$ cat src/hdl/vmul_pkg.sv
// Vector multiply unit shared definitions
// Opcode and element width encodings, stage structs and APB register map
`default_nettype none

package vmul_pkg;

    localparam int DATA_W = 32;
    localparam int ADDR_W = 5;

    typedef enum logic [1:0] {
        VMUL_LO    = 2'b00,
        VMUL_HI    = 2'b01,
        VMUL_RSV_2 = 2'b10,
        VMUL_RSV_3 = 2'b11
    } vmul_op_t;

    typedef enum logic [1:0] {
        SEW_8   = 2'b00,
        SEW_16  = 2'b01,
        SEW_32  = 2'b10,
        SEW_RSV = 2'b11
    } vmul_sew_t;

    // Bit positions in the one-hot width select
    localparam int WSEL_8  = 0;
    localparam int WSEL_16 = 1;
    localparam int WSEL_32 = 2;

    typedef struct packed {
        logic [DATA_W-1:0] a;
        logic [DATA_W-1:0] b;
        vmul_op_t          op;
        vmul_sew_t         sew;
    } vmul_req_t;

    typedef struct packed {
        logic              valid;
        logic              illegal;
        logic [DATA_W-1:0] a;
        logic [DATA_W-1:0] b;
        vmul_op_t          op;
        logic [2:0]        wsel;
    } vmul_dec_t;

    // Products sit at twice the element position
    typedef struct packed {
        logic                valid;
        logic                illegal;
        vmul_op_t            op;
        logic [2:0]          wsel;
        logic [2*DATA_W-1:0] prod;
    } vmul_prod_t;

    typedef struct packed {
        logic              valid;
        logic              illegal;
        logic [DATA_W-1:0] data;
    } vmul_res_t;

    typedef struct packed {
        logic busy;
        logic illegal;
        logic done;
    } vmul_status_t;

    localparam logic [ADDR_W-1:0] REG_OPA    = 5'h00;
    localparam logic [ADDR_W-1:0] REG_OPB    = 5'h04;
    localparam logic [ADDR_W-1:0] REG_CTRL   = 5'h08;
    localparam logic [ADDR_W-1:0] REG_STATUS = 5'h0C;
    localparam logic [ADDR_W-1:0] REG_RESULT = 5'h10;

    function automatic int f_prod_width(input int sew_bits);
        return 2 * sew_bits;
    endfunction

endpackage

`default_nettype wire

$ cat src/hdl/vedic_mul_unsigned.sv
// Recursive unsigned vedic multiplier
// Splits both operands in halves, forms four quarter products
// and merges them with a low, a middle and a high addition
`default_nettype none

module vedic_mul_unsigned #(
    parameter int WIDTH     = 8,
    parameter int MIN_WIDTH = 2
) (
    input  wire logic [WIDTH-1:0]   a,
    input  wire logic [WIDTH-1:0]   b,
    output logic      [2*WIDTH-1:0] z
);

    localparam int HALF = WIDTH / 2;

    if ((WIDTH < 2) || ((WIDTH & (WIDTH - 1)) != 0)) begin : gen_width_check
        $fatal(1, "WIDTH must be a power of two, WIDTH: %0d", WIDTH);
    end

    if ((WIDTH > MIN_WIDTH) && (WIDTH > 2)) begin : gen_split
        logic [HALF-1:0]  a_l;
        logic [HALF-1:0]  a_h;
        logic [HALF-1:0]  b_l;
        logic [HALF-1:0]  b_h;
        logic [WIDTH-1:0] mul_ll;
        logic [WIDTH-1:0] mul_lh;
        logic [WIDTH-1:0] mul_hl;
        logic [WIDTH-1:0] mul_hh;
        logic [WIDTH:0]   mid_sum;
        logic [WIDTH:0]   low_sum;
        logic [WIDTH-1:0] high_sum;
        logic             carry;

        assign a_l = a[HALF-1:0];
        assign a_h = a[WIDTH-1:HALF];
        assign b_l = b[HALF-1:0];
        assign b_h = b[WIDTH-1:HALF];

        vedic_mul_unsigned #(.WIDTH(HALF), .MIN_WIDTH(MIN_WIDTH)) u_mul_ll (
            .a(a_l), .b(b_l), .z(mul_ll)
        );
        vedic_mul_unsigned #(.WIDTH(HALF), .MIN_WIDTH(MIN_WIDTH)) u_mul_lh (
            .a(a_l), .b(b_h), .z(mul_lh)
        );
        vedic_mul_unsigned #(.WIDTH(HALF), .MIN_WIDTH(MIN_WIDTH)) u_mul_hl (
            .a(a_h), .b(b_l), .z(mul_hl)
        );
        vedic_mul_unsigned #(.WIDTH(HALF), .MIN_WIDTH(MIN_WIDTH)) u_mul_hh (
            .a(a_h), .b(b_h), .z(mul_hh)
        );

        // Cross terms first, then fold in the upper half of the low product
        assign mid_sum = {1'b0, mul_lh} + {1'b0, mul_hl};
        assign low_sum = {1'b0, {HALF{1'b0}}, mul_ll[WIDTH-1:HALF]} + {1'b0, mid_sum[WIDTH-1:0]};

        // The two carries are never set together
        assign carry    = low_sum[WIDTH] | mid_sum[WIDTH];
        assign high_sum = {{(HALF-1){1'b0}}, carry, low_sum[WIDTH-1:HALF]} + mul_hh;

        assign z = {high_sum, low_sum[HALF-1:0], mul_ll[HALF-1:0]};
    end else if (WIDTH == 2) begin : gen_base2
        logic t_hl;
        logic t_lh;
        logic t_hh;
        logic c1;

        assign t_hl = a[1] & b[0];
        assign t_lh = a[0] & b[1];
        assign t_hh = a[1] & b[1];
        assign c1   = t_hl & t_lh;

        assign z[0] = a[0] & b[0];
        assign z[1] = t_hl ^ t_lh;
        assign z[2] = t_hh ^ c1;
        assign z[3] = t_hh & c1;
    end else begin : gen_base
        // Larger base case left to the synthesis multiplier
        assign z = a * b;
    end

endmodule

`default_nettype wire

$ cat src/hdl/vmul_apb_regs.sv
// APB register block of the vector multiply unit
// Holds operands, launches requests on CTRL writes, tracks requests
// in flight and captures the result and status
`default_nettype none

module vmul_apb_regs import vmul_pkg::*; (
    input  wire logic [ADDR_W-1:0] paddr,
    input  wire logic              clk_i,
    input  wire logic              arst_n,
    input  wire logic              psel,
    input  wire logic              penable,
    input  wire logic              pwrite,
    input  wire logic [DATA_W-1:0] pwdata,
    output logic      [DATA_W-1:0] prdata,
    output logic                   pready,
    output logic                   pslverr,
    output vmul_req_t              req,
    output logic                   start,
    input  wire vmul_res_t         res
);

    localparam int CNT_W = 3;

    logic              access;
    logic              map_hit;
    logic              ro_hit;
    logic              wr_en;
    logic [DATA_W-1:0] opa_q;
    logic [DATA_W-1:0] opb_q;
    vmul_op_t          op_q;
    vmul_sew_t         sew_q;
    logic              done_q;
    logic              illegal_q;
    logic [DATA_W-1:0] result_q;
    logic [CNT_W-1:0]  inflight_q;
    vmul_status_t      status;

    assign access  = psel && penable;
    assign map_hit = (paddr == REG_OPA) || (paddr == REG_OPB) || (paddr == REG_CTRL) ||
                     (paddr == REG_STATUS) || (paddr == REG_RESULT);
    assign ro_hit  = (paddr == REG_STATUS) || (paddr == REG_RESULT);

    assign pready  = 1'b1;
    assign pslverr = access && (!map_hit || (pwrite && ro_hit));
    assign wr_en   = access && pwrite && map_hit && !ro_hit;
    assign start   = wr_en && (paddr == REG_CTRL);

    // Control fields go straight from the write data into the request
    assign req.a   = opa_q;
    assign req.b   = opb_q;
    assign req.op  = vmul_op_t'(pwdata[1:0]);
    assign req.sew = vmul_sew_t'(pwdata[5:4]);

    always_ff @(posedge clk_i or negedge arst_n) begin
        if (!arst_n) begin
            opa_q <= '0;
            opb_q <= '0;
            op_q  <= VMUL_LO;
            sew_q <= SEW_8;
        end else if (wr_en) begin
            case (paddr)
                REG_OPA: opa_q <= pwdata;
                REG_OPB: opb_q <= pwdata;
                REG_CTRL: begin
                    op_q  <= req.op;
                    sew_q <= req.sew;
                end
                default: ;
            endcase
        end
    end

    always_ff @(posedge clk_i or negedge arst_n) begin
        if (!arst_n) begin
            done_q     <= 1'b0;
            illegal_q  <= 1'b0;
            result_q   <= '0;
            inflight_q <= '0;
        end else begin
            case ({start, res.valid})
                2'b10:   inflight_q <= inflight_q + CNT_W'(1);
                2'b01:   inflight_q <= inflight_q - CNT_W'(1);
                default: ;
            endcase
            if (res.valid) begin
                illegal_q <= res.illegal;
                result_q  <= res.data;
            end
            // A new request hides the completion of an older one
            if (start) begin
                done_q <= 1'b0;
            end else if (res.valid) begin
                done_q <= 1'b1;
            end
        end
    end

    assign status.busy    = (inflight_q != '0);
    assign status.illegal = illegal_q;
    assign status.done    = done_q;

    always_comb begin
        prdata = '0;
        if (psel && !pwrite) begin
            case (paddr)
                REG_OPA:    prdata = opa_q;
                REG_OPB:    prdata = opb_q;
                REG_CTRL:   prdata = DATA_W'({sew_q, 2'b00, op_q});
                REG_STATUS: prdata = DATA_W'(status);
                REG_RESULT: prdata = result_q;
                default:    prdata = '0;
            endcase
        end
    end

    // Three pipeline stages bound the number of requests in flight
    a_inflight_max: assert property (@(posedge clk_i) disable iff (!arst_n)
        inflight_q <= CNT_W'(3));

endmodule

`default_nettype wire

$ cat src/hdl/vmul_decode.sv
// Decode stage of the vector multiply pipeline
// Checks opcode and element width and registers the decoded request
`default_nettype none

module vmul_decode import vmul_pkg::*; (
    input  wire logic      clk_i,
    input  wire logic      arst_n,
    input  wire vmul_req_t req,
    input  wire logic      start,
    output vmul_dec_t      dec
);

    logic       op_ok;
    logic [2:0] wsel;
    vmul_dec_t  dec_d;
    vmul_dec_t  dec_q;
    logic       valid_q;

    assign op_ok = (req.op == VMUL_LO) || (req.op == VMUL_HI);

    always_comb begin
        case (req.sew)
            SEW_8:   wsel = 3'b001;
            SEW_16:  wsel = 3'b010;
            SEW_32:  wsel = 3'b100;
            default: wsel = 3'b000;
        endcase
    end

    always_comb begin
        dec_d.valid   = start;
        dec_d.illegal = !op_ok || (wsel == 3'b000);
        dec_d.a       = req.a;
        dec_d.b       = req.b;
        dec_d.op      = req.op;
        dec_d.wsel    = wsel;
    end

    always_ff @(posedge clk_i or negedge arst_n) begin
        if (!arst_n) begin
            valid_q <= 1'b0;
        end else begin
            valid_q <= start;
        end
    end

    always_ff @(posedge clk_i) begin
        if (start) begin
            dec_q <= dec_d;
        end
    end

    always_comb begin
        dec       = dec_q;
        dec.valid = valid_q;
    end

endmodule

`default_nettype wire

$ cat src/hdl/vmul_execute.sv
// Execute stage of the vector multiply pipeline
// Runs 8, 16 and 32 bit lanes of vedic multipliers in parallel and
// registers the product group picked by the width select
`default_nettype none

module vmul_execute import vmul_pkg::*; #(
    parameter int VLEN      = 32,
    parameter int MIN_WIDTH = 2
) (
    input  wire logic      clk_i,
    input  wire logic      arst_n,
    input  wire vmul_dec_t dec,
    output vmul_prod_t     prod
);

    localparam int N8   = VLEN / 8;
    localparam int N16  = VLEN / 16;
    localparam int PW8  = f_prod_width(8);
    localparam int PW16 = f_prod_width(16);
    localparam int PW32 = f_prod_width(32);

    logic [2*VLEN-1:0] lane8_p;
    logic [2*VLEN-1:0] lane16_p;
    logic [2*VLEN-1:0] lane32_p;
    vmul_prod_t        prod_d;
    vmul_prod_t        prod_q;
    logic              valid_q;

    if (VLEN != DATA_W) begin : gen_vlen_check
        $fatal(1, "VLEN %0d does not match the register width %0d", VLEN, DATA_W);
    end

    for (genvar i = 0; i < N8; i++) begin : gen_lane8
        vedic_mul_unsigned #(.WIDTH(8), .MIN_WIDTH(MIN_WIDTH)) u_mul (
            .a(dec.a[8*i +: 8]),
            .b(dec.b[8*i +: 8]),
            .z(lane8_p[PW8*i +: PW8])
        );
    end

    for (genvar i = 0; i < N16; i++) begin : gen_lane16
        vedic_mul_unsigned #(.WIDTH(16), .MIN_WIDTH(MIN_WIDTH)) u_mul (
            .a(dec.a[16*i +: 16]),
            .b(dec.b[16*i +: 16]),
            .z(lane16_p[PW16*i +: PW16])
        );
    end

    vedic_mul_unsigned #(.WIDTH(32), .MIN_WIDTH(MIN_WIDTH)) u_mul32 (
        .a(dec.a),
        .b(dec.b),
        .z(lane32_p[PW32-1:0])
    );

    always_comb begin
        prod_d.valid   = dec.valid;
        prod_d.illegal = dec.illegal;
        prod_d.op      = dec.op;
        prod_d.wsel    = dec.wsel;
        if (dec.wsel[WSEL_8]) begin
            prod_d.prod = lane8_p;
        end else if (dec.wsel[WSEL_16]) begin
            prod_d.prod = lane16_p;
        end else begin
            prod_d.prod = lane32_p;
        end
    end

    always_ff @(posedge clk_i or negedge arst_n) begin
        if (!arst_n) begin
            valid_q <= 1'b0;
        end else begin
            valid_q <= dec.valid;
        end
    end

    always_ff @(posedge clk_i) begin
        if (dec.valid) begin
            prod_q <= prod_d;
        end
    end

    always_comb begin
        prod       = prod_q;
        prod.valid = valid_q;
    end

    // Decode must hand over exactly one width for a legal request
    a_wsel_onehot: assert property (@(posedge clk_i) disable iff (!arst_n)
        (dec.valid && !dec.illegal) |-> $onehot(dec.wsel));

endmodule

`default_nettype wire

$ cat src/hdl/vmul_result.sv
// Result stage of the vector multiply pipeline
// Picks the low or high half of every element product and packs them
`default_nettype none

module vmul_result import vmul_pkg::*; #(
    parameter int VLEN = 32
) (
    input  wire logic       clk_i,
    input  wire logic       arst_n,
    input  wire vmul_prod_t prod,
    output vmul_res_t       res
);

    logic            hi;
    logic [VLEN-1:0] data_d;
    vmul_res_t       res_d;
    vmul_res_t       res_q;
    logic            valid_q;

    // Element e of width ew has its product at bit 2*ew*e
    function automatic logic [VLEN-1:0] pack_halves(
        input logic [2*VLEN-1:0] p,
        input int                ew,
        input logic              sel_hi
    );
        logic [VLEN-1:0] r;
        r = '0;
        for (int i = 0; i < VLEN; i++) begin
            r[i] = p[(i / ew) * 2 * ew + (sel_hi ? ew : 0) + (i % ew)];
        end
        return r;
    endfunction

    assign hi = (prod.op == VMUL_HI);

    always_comb begin
        data_d = '0;
        if (!prod.illegal) begin
            if (prod.wsel[WSEL_8]) begin
                data_d = pack_halves(prod.prod, 8, hi);
            end else if (prod.wsel[WSEL_16]) begin
                data_d = pack_halves(prod.prod, 16, hi);
            end else if (prod.wsel[WSEL_32]) begin
                data_d = pack_halves(prod.prod, 32, hi);
            end
        end
    end

    assign res_d.valid   = prod.valid;
    assign res_d.illegal = prod.illegal;
    assign res_d.data    = data_d;

    always_ff @(posedge clk_i or negedge arst_n) begin
        if (!arst_n) begin
            valid_q <= 1'b0;
        end else begin
            valid_q <= prod.valid;
        end
    end

    always_ff @(posedge clk_i) begin
        if (prod.valid) begin
            res_q <= res_d;
        end
    end

    always_comb begin
        res       = res_q;
        res.valid = valid_q;
    end

endmodule

`default_nettype wire

$ cat src/hdl/vmul_top.sv
// Vector integer multiply unit on APB
// APB register block feeding a decode, execute and result pipeline
`default_nettype none

module vmul_top import vmul_pkg::*; #(
    parameter int VLEN      = 32,
    parameter int MIN_WIDTH = 2
) (
    input  wire logic              clk_i,
    input  wire logic              arst_n,
    input  wire logic [ADDR_W-1:0] paddr,
    input  wire logic              psel,
    input  wire logic              penable,
    input  wire logic              pwrite,
    input  wire logic [DATA_W-1:0] pwdata,
    output logic      [DATA_W-1:0] prdata,
    output logic                   pready,
    output logic                   pslverr
);

    vmul_req_t  req;
    logic       start;
    vmul_dec_t  dec;
    vmul_prod_t prod;
    vmul_res_t  res;

    vmul_apb_regs u_regs (
        .clk_i   (clk_i),
        .arst_n  (arst_n),
        .paddr   (paddr),
        .psel    (psel),
        .penable (penable),
        .pwrite  (pwrite),
        .pwdata  (pwdata),
        .prdata  (prdata),
        .pready  (pready),
        .pslverr (pslverr),
        .req     (req),
        .start   (start),
        .res     (res)
    );

    vmul_decode u_decode (
        .clk_i  (clk_i),
        .arst_n (arst_n),
        .req    (req),
        .start  (start),
        .dec    (dec)
    );

    vmul_execute #(.VLEN(VLEN), .MIN_WIDTH(MIN_WIDTH)) u_execute (
        .clk_i  (clk_i),
        .arst_n (arst_n),
        .dec    (dec),
        .prod   (prod)
    );

    vmul_result #(.VLEN(VLEN)) u_result (
        .clk_i  (clk_i),
        .arst_n (arst_n),
        .prod   (prod),
        .res    (res)
    );

endmodule

`default_nettype wire

$ cat config.mk
export PLATFORM = sky130hd
export DESIGN_NAME = vmul_top
export DESIGN_NICKNAME = d
export VERILOG_FILES = /design/src/hdl/vmul_pkg.sv /design/src/hdl/vedic_mul_unsigned.sv /design/src/hdl/vmul_apb_regs.sv /design/src/hdl/vmul_decode.sv /design/src/hdl/vmul_execute.sv /design/src/hdl/vmul_result.sv /design/src/hdl/vmul_top.sv
export SDC_FILE = /design/constraint.sdc
export NUM_CORES = 2
export LEC_CHECK = 0
export BUFFER_PORTS_ARGS = -buffer_cell sky130_fd_sc_hd__buf_4
export CAP_MARGIN = 10
export CORE_ASPECT_RATIO = 1.25
export CORE_MARGIN = 2
export CORE_UTILIZATION = 25
export DETAILED_ROUTE_END_ITERATION = 8
export PLACE_DENSITY = 0.52
export SETUP_SLACK_MARGIN = 0.2
export SYNTH_ARGS = -nofsm -noshare
export SYNTH_HDL_FRONTEND = slang
export SYNTH_SLANG_ARGS = --single-unit
$ cat constraint.sdc
create_clock -name clk_i -period 13.1 [get_ports clk_i]
set_clock_uncertainty 0.05 [all_clocks]
set_input_delay 1.31 -clock clk_i [delete_from_list [all_inputs] [get_ports clk_i]]
set_output_delay 1.31 -clock clk_i [all_outputs]
set_load 0.05 [all_outputs]
# Yosys cells after proc, flatten, opt, wreduce, memory -nomap -nowiden
# Cells that the tools add are included.
# word_totals
register_bits	281
wordCells	2943
# op_classes
addsub	350
n_lt_le_gt_ge	96
eq_ne	10
muxes	302
n_bitwise	2133
n_reduce_logical	30
# ops
operator	count
less-than comparator 32 x 8 -> 1 bit (second input constant)	95
bitwise AND 1 bit	1536
adder 32 x 4 -> 32 bit (second input constant)	24
adder 32 x 5 -> 32 bit (second input constant)	24
binary-select mux 1 bit (select 6 bit)	96
adder 32 x 6 -> 32 bit (second input constant)	16
XOR 1 bit	512
adder 32 x 3 -> 32 bit (second input constant)	12
adder 2 x 4 -> 5 bit	64
adder 4 x 4 -> 5 bit	64
adder 3 x 4 -> 4 bit	64
2-to-1 mux 1 bit	194
adder 32 x 2 -> 32 bit (second input constant)	6
case mux 32 bit (5 select lines)	1
adder 4 x 8 -> 9 bit	16
adder 8 x 8 -> 9 bit	16
adder 5 x 8 -> 8 bit	16
2-to-1 mux 32 bit	4
2-to-1 mux 64 bit	2
adder 7 x 32 -> 32 bit (first input constant)	3
OR 1 bit	85
adder 16 x 16 -> 17 bit	4
adder 8 x 16 -> 17 bit	4
adder 9 x 16 -> 16 bit	4
other kinds (29)	59

# Depth between registers and ports, before layout
# logic_depth
depth_word	21
depth_mapped	62

# Hierarchy
# From an unflattened synthesis, not the netlist that was laid out.
# hier_totals
hier_cells	11342
area_unflattened_um2	105785.2
# modules_own_cells
module	n_inst	cells_per_inst	area_per_inst_um2	seq_area_each_um2
vedic_mul_unsigned at u_execute.gen_lane16[0].u_mul.gen_split.u_mul_hh.gen_split.u_mul_hh ...	111	31	321.6	0.0
vedic_mul_unsigned at u_execute.gen_lane16[0].u_mul.gen_split.u_mul_hh.gen_split.u_mul_hh.gen_split.u_mul_hh ...	448	6	50.0	0.0
vedic_mul_unsigned at u_execute.gen_lane16[0].u_mul.gen_split.u_mul_lh ...	14	81	716.9	0.0
vedic_mul_unsigned at u_execute.gen_lane16[0].u_mul.gen_split.u_mul_hh ...	14	80	686.9	0.0
vmul_apb_regs	1	387	5122.4	2627.5
vedic_mul_unsigned at u_execute.u_mul32	1	519	3786.1	0.0
vmul_execute	1	285	3499.6	2127.0
vedic_mul_unsigned at u_execute.gen_lane16[1].u_mul ...	2	217	1712.9	0.0
vmul_result	1	267	2444.8	1016.0
vmul_decode	1	76	2162.1	2127.0
vedic_mul_unsigned at u_execute.gen_lane16[0].u_mul	1	252	1866.8	0.0
vedic_mul_unsigned at u_execute.u_mul32.gen_split.u_mul_ll	1	243	1833.0	0.0
vedic_mul_unsigned at u_execute.u_mul32.gen_split.u_mul_lh	1	234	1794.2	0.0
vedic_mul_unsigned at u_execute.u_mul32.gen_split.u_mul_hh	1	227	1724.2	0.0
vedic_mul_unsigned at u_execute.u_mul32.gen_split.u_mul_ll.gen_split.u_mul_ll.gen_split.u_mul_ll	1	35	357.8	0.0

# Worst setup path before layout
# OpenSTA, ideal clock, no wires.
# synth_timing
path_type	register to register
from	register u_decode.dec_q (netlist bit u_decode.dec[7])
to	register u_execute.prod_q (netlist bit u_execute.prod[60]) (data pin)
setup_time_ns	0.266
arrival_ns	11.888
required_ns	12.784
setup_slack_ns	0.896
stages_incl_launch_ff	53
path_buffers	2
synth_period_minus_slack_ns	12.204
path_cell_list	edfxtp_1 clkbuf_1 and2_1 ha_1 fa_1 inv_1 fa_1 xor2_1 ha_1 fa_1 ha_1 a21o_1 a21oi_1 nor2b_1 o21a_1 xor2_1 ha_1 a21o_1 (+17 left out) and2_1 a221oi_1 a21oi_1 a31oi_1 nor2_1 xor2_1 inv_1 fa_1 nor2b_1 o21a_1 o21ai_0 a21oi_1 a311o_1 nand3_1 a311oi_1 o21ai_0 o41ai_1 xnor2_1
# synth_lines
element	line	rtl
start, declared	vmul_decode.sv:16	vmul_dec_t dec_q;
start signal, assigned	vmul_decode.sv:49	dec_q <= dec_d;
end signal, assigned	vmul_execute.sv:79	prod_q <= prod_d;
end, declared	vmul_execute.sv:26	vmul_prod_t prod_q;

==> results.md <==
Drt:
- After detailed routing, the total wire length is about 200,000 um.
- In this run, the number of DRC markers left after iteration 0 of detailed routing was around 2,300.
- The final routed wire length divided by cell count is between 15 and 20 um.
- Across all layers, the routed design uses 51,900 vias.
- Once detail routing completed, the nets flagged for antenna violations numbered 0.
- Before antenna repair, the detailed router went through 5 iterations.
- The routed via count divided by cell count is 4.79.
- In the routed design, unresolved DRC markers number 0.

Clocking:
- The CTS root buffer is clkbuf_16.
- No sink is reached through more buffers than the 3 on the longest clock path.
- TritonCTS built the clock tree.
- Counting the buffers created by CTS gives 28.
- The clock drives between 200 and 300 sinks.
- Clock-pin slew was measured on the worst setup and hold paths at 0.07 ns.
- CTS built an H-tree with a depth of 1.
- The clock reaches the later pin of the worst-skew pair after 0.59 ns.

Power and ir drop:
- Across the VDD grid, the largest voltage drop is roughly 0.090 mV.
- Power spread over the standard cell area amounts to 44.6 nW/um^2.
- The leakage power is 37.5 nW.

Run:
- The count of maximum capacitance violations is 0.

Min path:
- The worst min-delay path class is reg -> reg.
- The path with the worst hold slack has its endpoint at u_execute.prod[69].
- The launch point of the worst hold path is u_decode.dec[69].
- Counting instances, the worst hold path has a depth of 0.

Setup path:
- The slowest cell on the critical path is fa_2.
- Tracing the worst setup path back leads to its startpoint at u_decode.dec[7].
- In this run the worst path has a maximum fanout of 20.
- The worst setup path is launched from a flop.
- The depth of the most critical reg-to-reg path is 49.
- In this run the critical register-to-register path is captured at u_execute.prod[58].
- The worst flop-to-flop path startpoint is u_decode.dec[7].
- The reg2reg setup slack is between 0.6 and 0.7 ns.
- For the worst setup path, the data arrival time is 12.72 ns.
- The classification of the worst setup path is reg -> reg.
- The required time of the worst setup path is 13.34 ns.
- The sort of element at the end of the critical path is a flop.
- The cell seen most often among critical-path stages is ha_1.
- In this design, the stage delay of the slowest critical-path cell is 0.62 ns.

Global route:
- In this run the most used layer during global routing was met2.
- The global-route total usage across every layer is 14.6%.
- The largest net degree at the start of global routing is 72.
- The global-route wire length before repair is approximately 310,000 um.
- Global routing finished with a remaining overflow of 0.
- The initial antenna violation count was 14.
- The via count of the first global-routing pass is between 50,000 and 60,000.
- The met2 track utilization from global routing is 27.7%.
- The global-route track usage on met3 is 0.552%.
- In the global route stage, met1 resource usage came out at 17.2%.

Cells and area:
- In the final layout, the share of cells above drive strength 1 is 9.53%.
- The layout has 27,500 filler cells.
- The sequential standard cell area is 7900 um^2.
- Summing all non-filler instances in the final layout gives an area of 72,700 um^2.
- The layout-stage area growth over the synthesis result is 11.9%.
- The final layout net count is 9,267.
- Summing all multi-input logic gate instances after layout gives 55,300 um^2.

Yosys:
- The number of nets in the synthesized netlist is 9,172.
- The most frequently used flop master after synthesis is edfxtp_1.
- For this run, asynchronously set or reset flops after synthesis account for 38.4%.
- Synthesis produced 7,315 cells.
- The library cell occupying the most area in the post-synthesis netlist is ha_1.
- The commonest cells after synthesis are ha_1 (1,559), and2_1 (1,038), a21oi_1 (567).
- The number of synthesized register bits is 281.
- The number of synthesized flops with an enable pin is 173.
- The synthesized cell area is between 60,000 and 70,000 um^2.
- Sequential cells were found to cover 12.2% of the synthesized design area.
- By area the synthesized netlist is led by ha_1 (30%), and2_1 (10%), edfxtp_1 (8.0%), fa_1 (7.9%), xnor2_1 (7.5%).
- Of the post-synthesis cell area, the dominant cell type holds 30.0%.
- Yosys printed 0 warnings.
- In the post-synthesis netlist, the cell with the most instances is ha_1.
- In this run the mean area of a mapped cell was 8.88 um^2.
- The synthesized netlist contains 81 unique library cells.

STA:
- The final critical path takes up 95.2% of the cycle.
- The highest attainable clock frequency is 0.0801 GHz.
- In this run the tightest slew margin relative to its limit is 20.2%.
- The max-slew violation total from the final report was 0.
- Setup violations remaining at the end of the flow were counted as 0.
- The number of hold violations in the final report is 0.
- For the pin with the worst max-slew slack, the measured transition is 1.17 ns.
- Setup repair after global routing left no endpoint under its margin.
- The clock period minus final worst setup slack is 12.48 ns.
- The final setup slack of the worst path is 0.623 ns.

Floorplan:
- The region available for standard cell placement spans 259,000 um^2.
- The floorplan has 209 rows.
- Once the floorplan was initialized, standard cells occupied 25.1% of the core.
- The I/O pin total is 76.
- The floorplan step defined a die boundary enclosing around 260,000 um^2.
- The horizontal die dimension is 460 um.
- Measured along the y axis, the die boundary spans 574 um.

Placement:
- The detailed-placement wirelength estimate is between 150,000 and 200,000 um.
- OpenSTA, run right after detailed placement, puts the worst setup slack at -0.101 ns.
- The count of buffers added on input and output ports is 74.
- The post-placement cell area is between 70,000 and 80,000 um^2.
- Routability-driven placement finished with a final weighted congestion of slightly below 0.9.

Status:
- The flow ran to the end, and the final reports show no timing, DRC or antenna violations.
==> cells by family after synthesis <==
logic type / share of synthesized area (%)
AND/OR/NAND/NOR: 16.7
adder cells (fa/ha/maj): 37.9
XOR/XNOR: 12.1
flip-flops: 12.2
multiplexers: 2.42
AO/OA/AOI/OAI: 14.4
other: 0.00577
buffers and inverters: 4.25
==> cell usage in the layout (no fill, tap or decap), types with 104 or more instances in the layout <==
cell / count
ha_1: 1539
edfxtp_1: 173
buf_4: 331
a21oi_1: 507
o21bai_1: 106
nand2_1: 188
o21ai_0: 174
a21o_1: 321
mux2_2: 104
inv_1: 454
fa_1: 244
xnor2_1: 527
dfrtp_1: 107
xor2_1: 331
nor2_1: 404
and2_1: 1036
==> final cells by class <==
| type | instances | area share [%] |
|---|---|---|
| multi-input cells | 6302 | 76.1 |
| clock buffers | 35 | 1.03 |
| clock inverters | 17 | 0.200 |
| flip-flops and latches | 281 | 10.9 |
| inverters | 456 | 2.36 |
| well taps | 3376 | 5.81 |
| repair buffers | 341 | 3.62 |
| diodes | 11 | 0.0378 |
==> layer usage <==
| layer | wire [um] | vias up |
|---|---|---|
| li1 | - | 25600 |
| met1 | 82000 | 25200 |
| met2 | 101000 | 755 |
| met3 | 4600 | 262 |
| met4 | 9260 | 0 |
| met5 | 0 | - |
==> flip-flops by register name (all words and copies together) (netlist names), 2 cells and up <==
name,flops
u_regs.op_q,2
u_result.res,33
u_regs.opa_q,32
u_regs.inflight_q,3
u_regs.opb_q,32
u_regs.result_q,32
u_regs.sew_q,2
u_decode.dec,70
u_execute.prod,70
==> worst max-delay path: cells and delay by family, from the launching register on <==
family / cells / cell delay (ns)
AO/OA/AOI/OAI: 15 / 3.08
AND/OR/NAND/NOR: 10 / 1.73
buffers and inverters: 5 / 0.72
adder cells (fa/ha/maj): 12 / 4.68
XOR/XNOR: 7 / 1.46
flip-flops: 1 / 0.40
==> report_power, final <==
group          internal (W)  switching, W  leakage, nW
Combinational      0.000632      0.000809         34.0
Clock              0.000432      0.000380        0.441
Sequential         0.000962     0.0000255         3.06
Total               0.00203       0.00122         37.5
==> how the worst max path moves through the flow <==
stage	cells after the start	slack (ns)	to
floorplan	52	0.90	u_execute.prod[60]
global placement	57	-0.02	u_execute.prod[62]
detailed placement	57	-0.10	u_execute.prod[62]
CTS	55	0.20	u_execute.prod[62]
global route	57	0.07	u_execute.prod[58]
finish	49	0.62	u_execute.prod[58]
==> through the flow <==
step                      std cells  setup TNS (ns)  hold slack, ns  util [%]  power (W)
after CTS                     10800               0           0.373      27.6    0.00314
final                         10800               0           0.372      28.1    0.00324
after global placement        10700         -0.0169           0.354      27.2    0.00229
after detailed placement      10700          -0.161           0.355      27.2    0.00230
after floorplan                7315               0           0.350         -    0.00189
after global routing          10800               0           0.378      28.1    0.00342
==> timing repair <==
action,in CTS,in global routing
hold endpoints to repair,0,0
pin swaps,5,90
cloned,0,0
endpoints found under the setup margin,16,23
gates resized for setup,24,190
setup buffers,4,39
hold buffers,0,0
(Power assumes the default switching activity.)
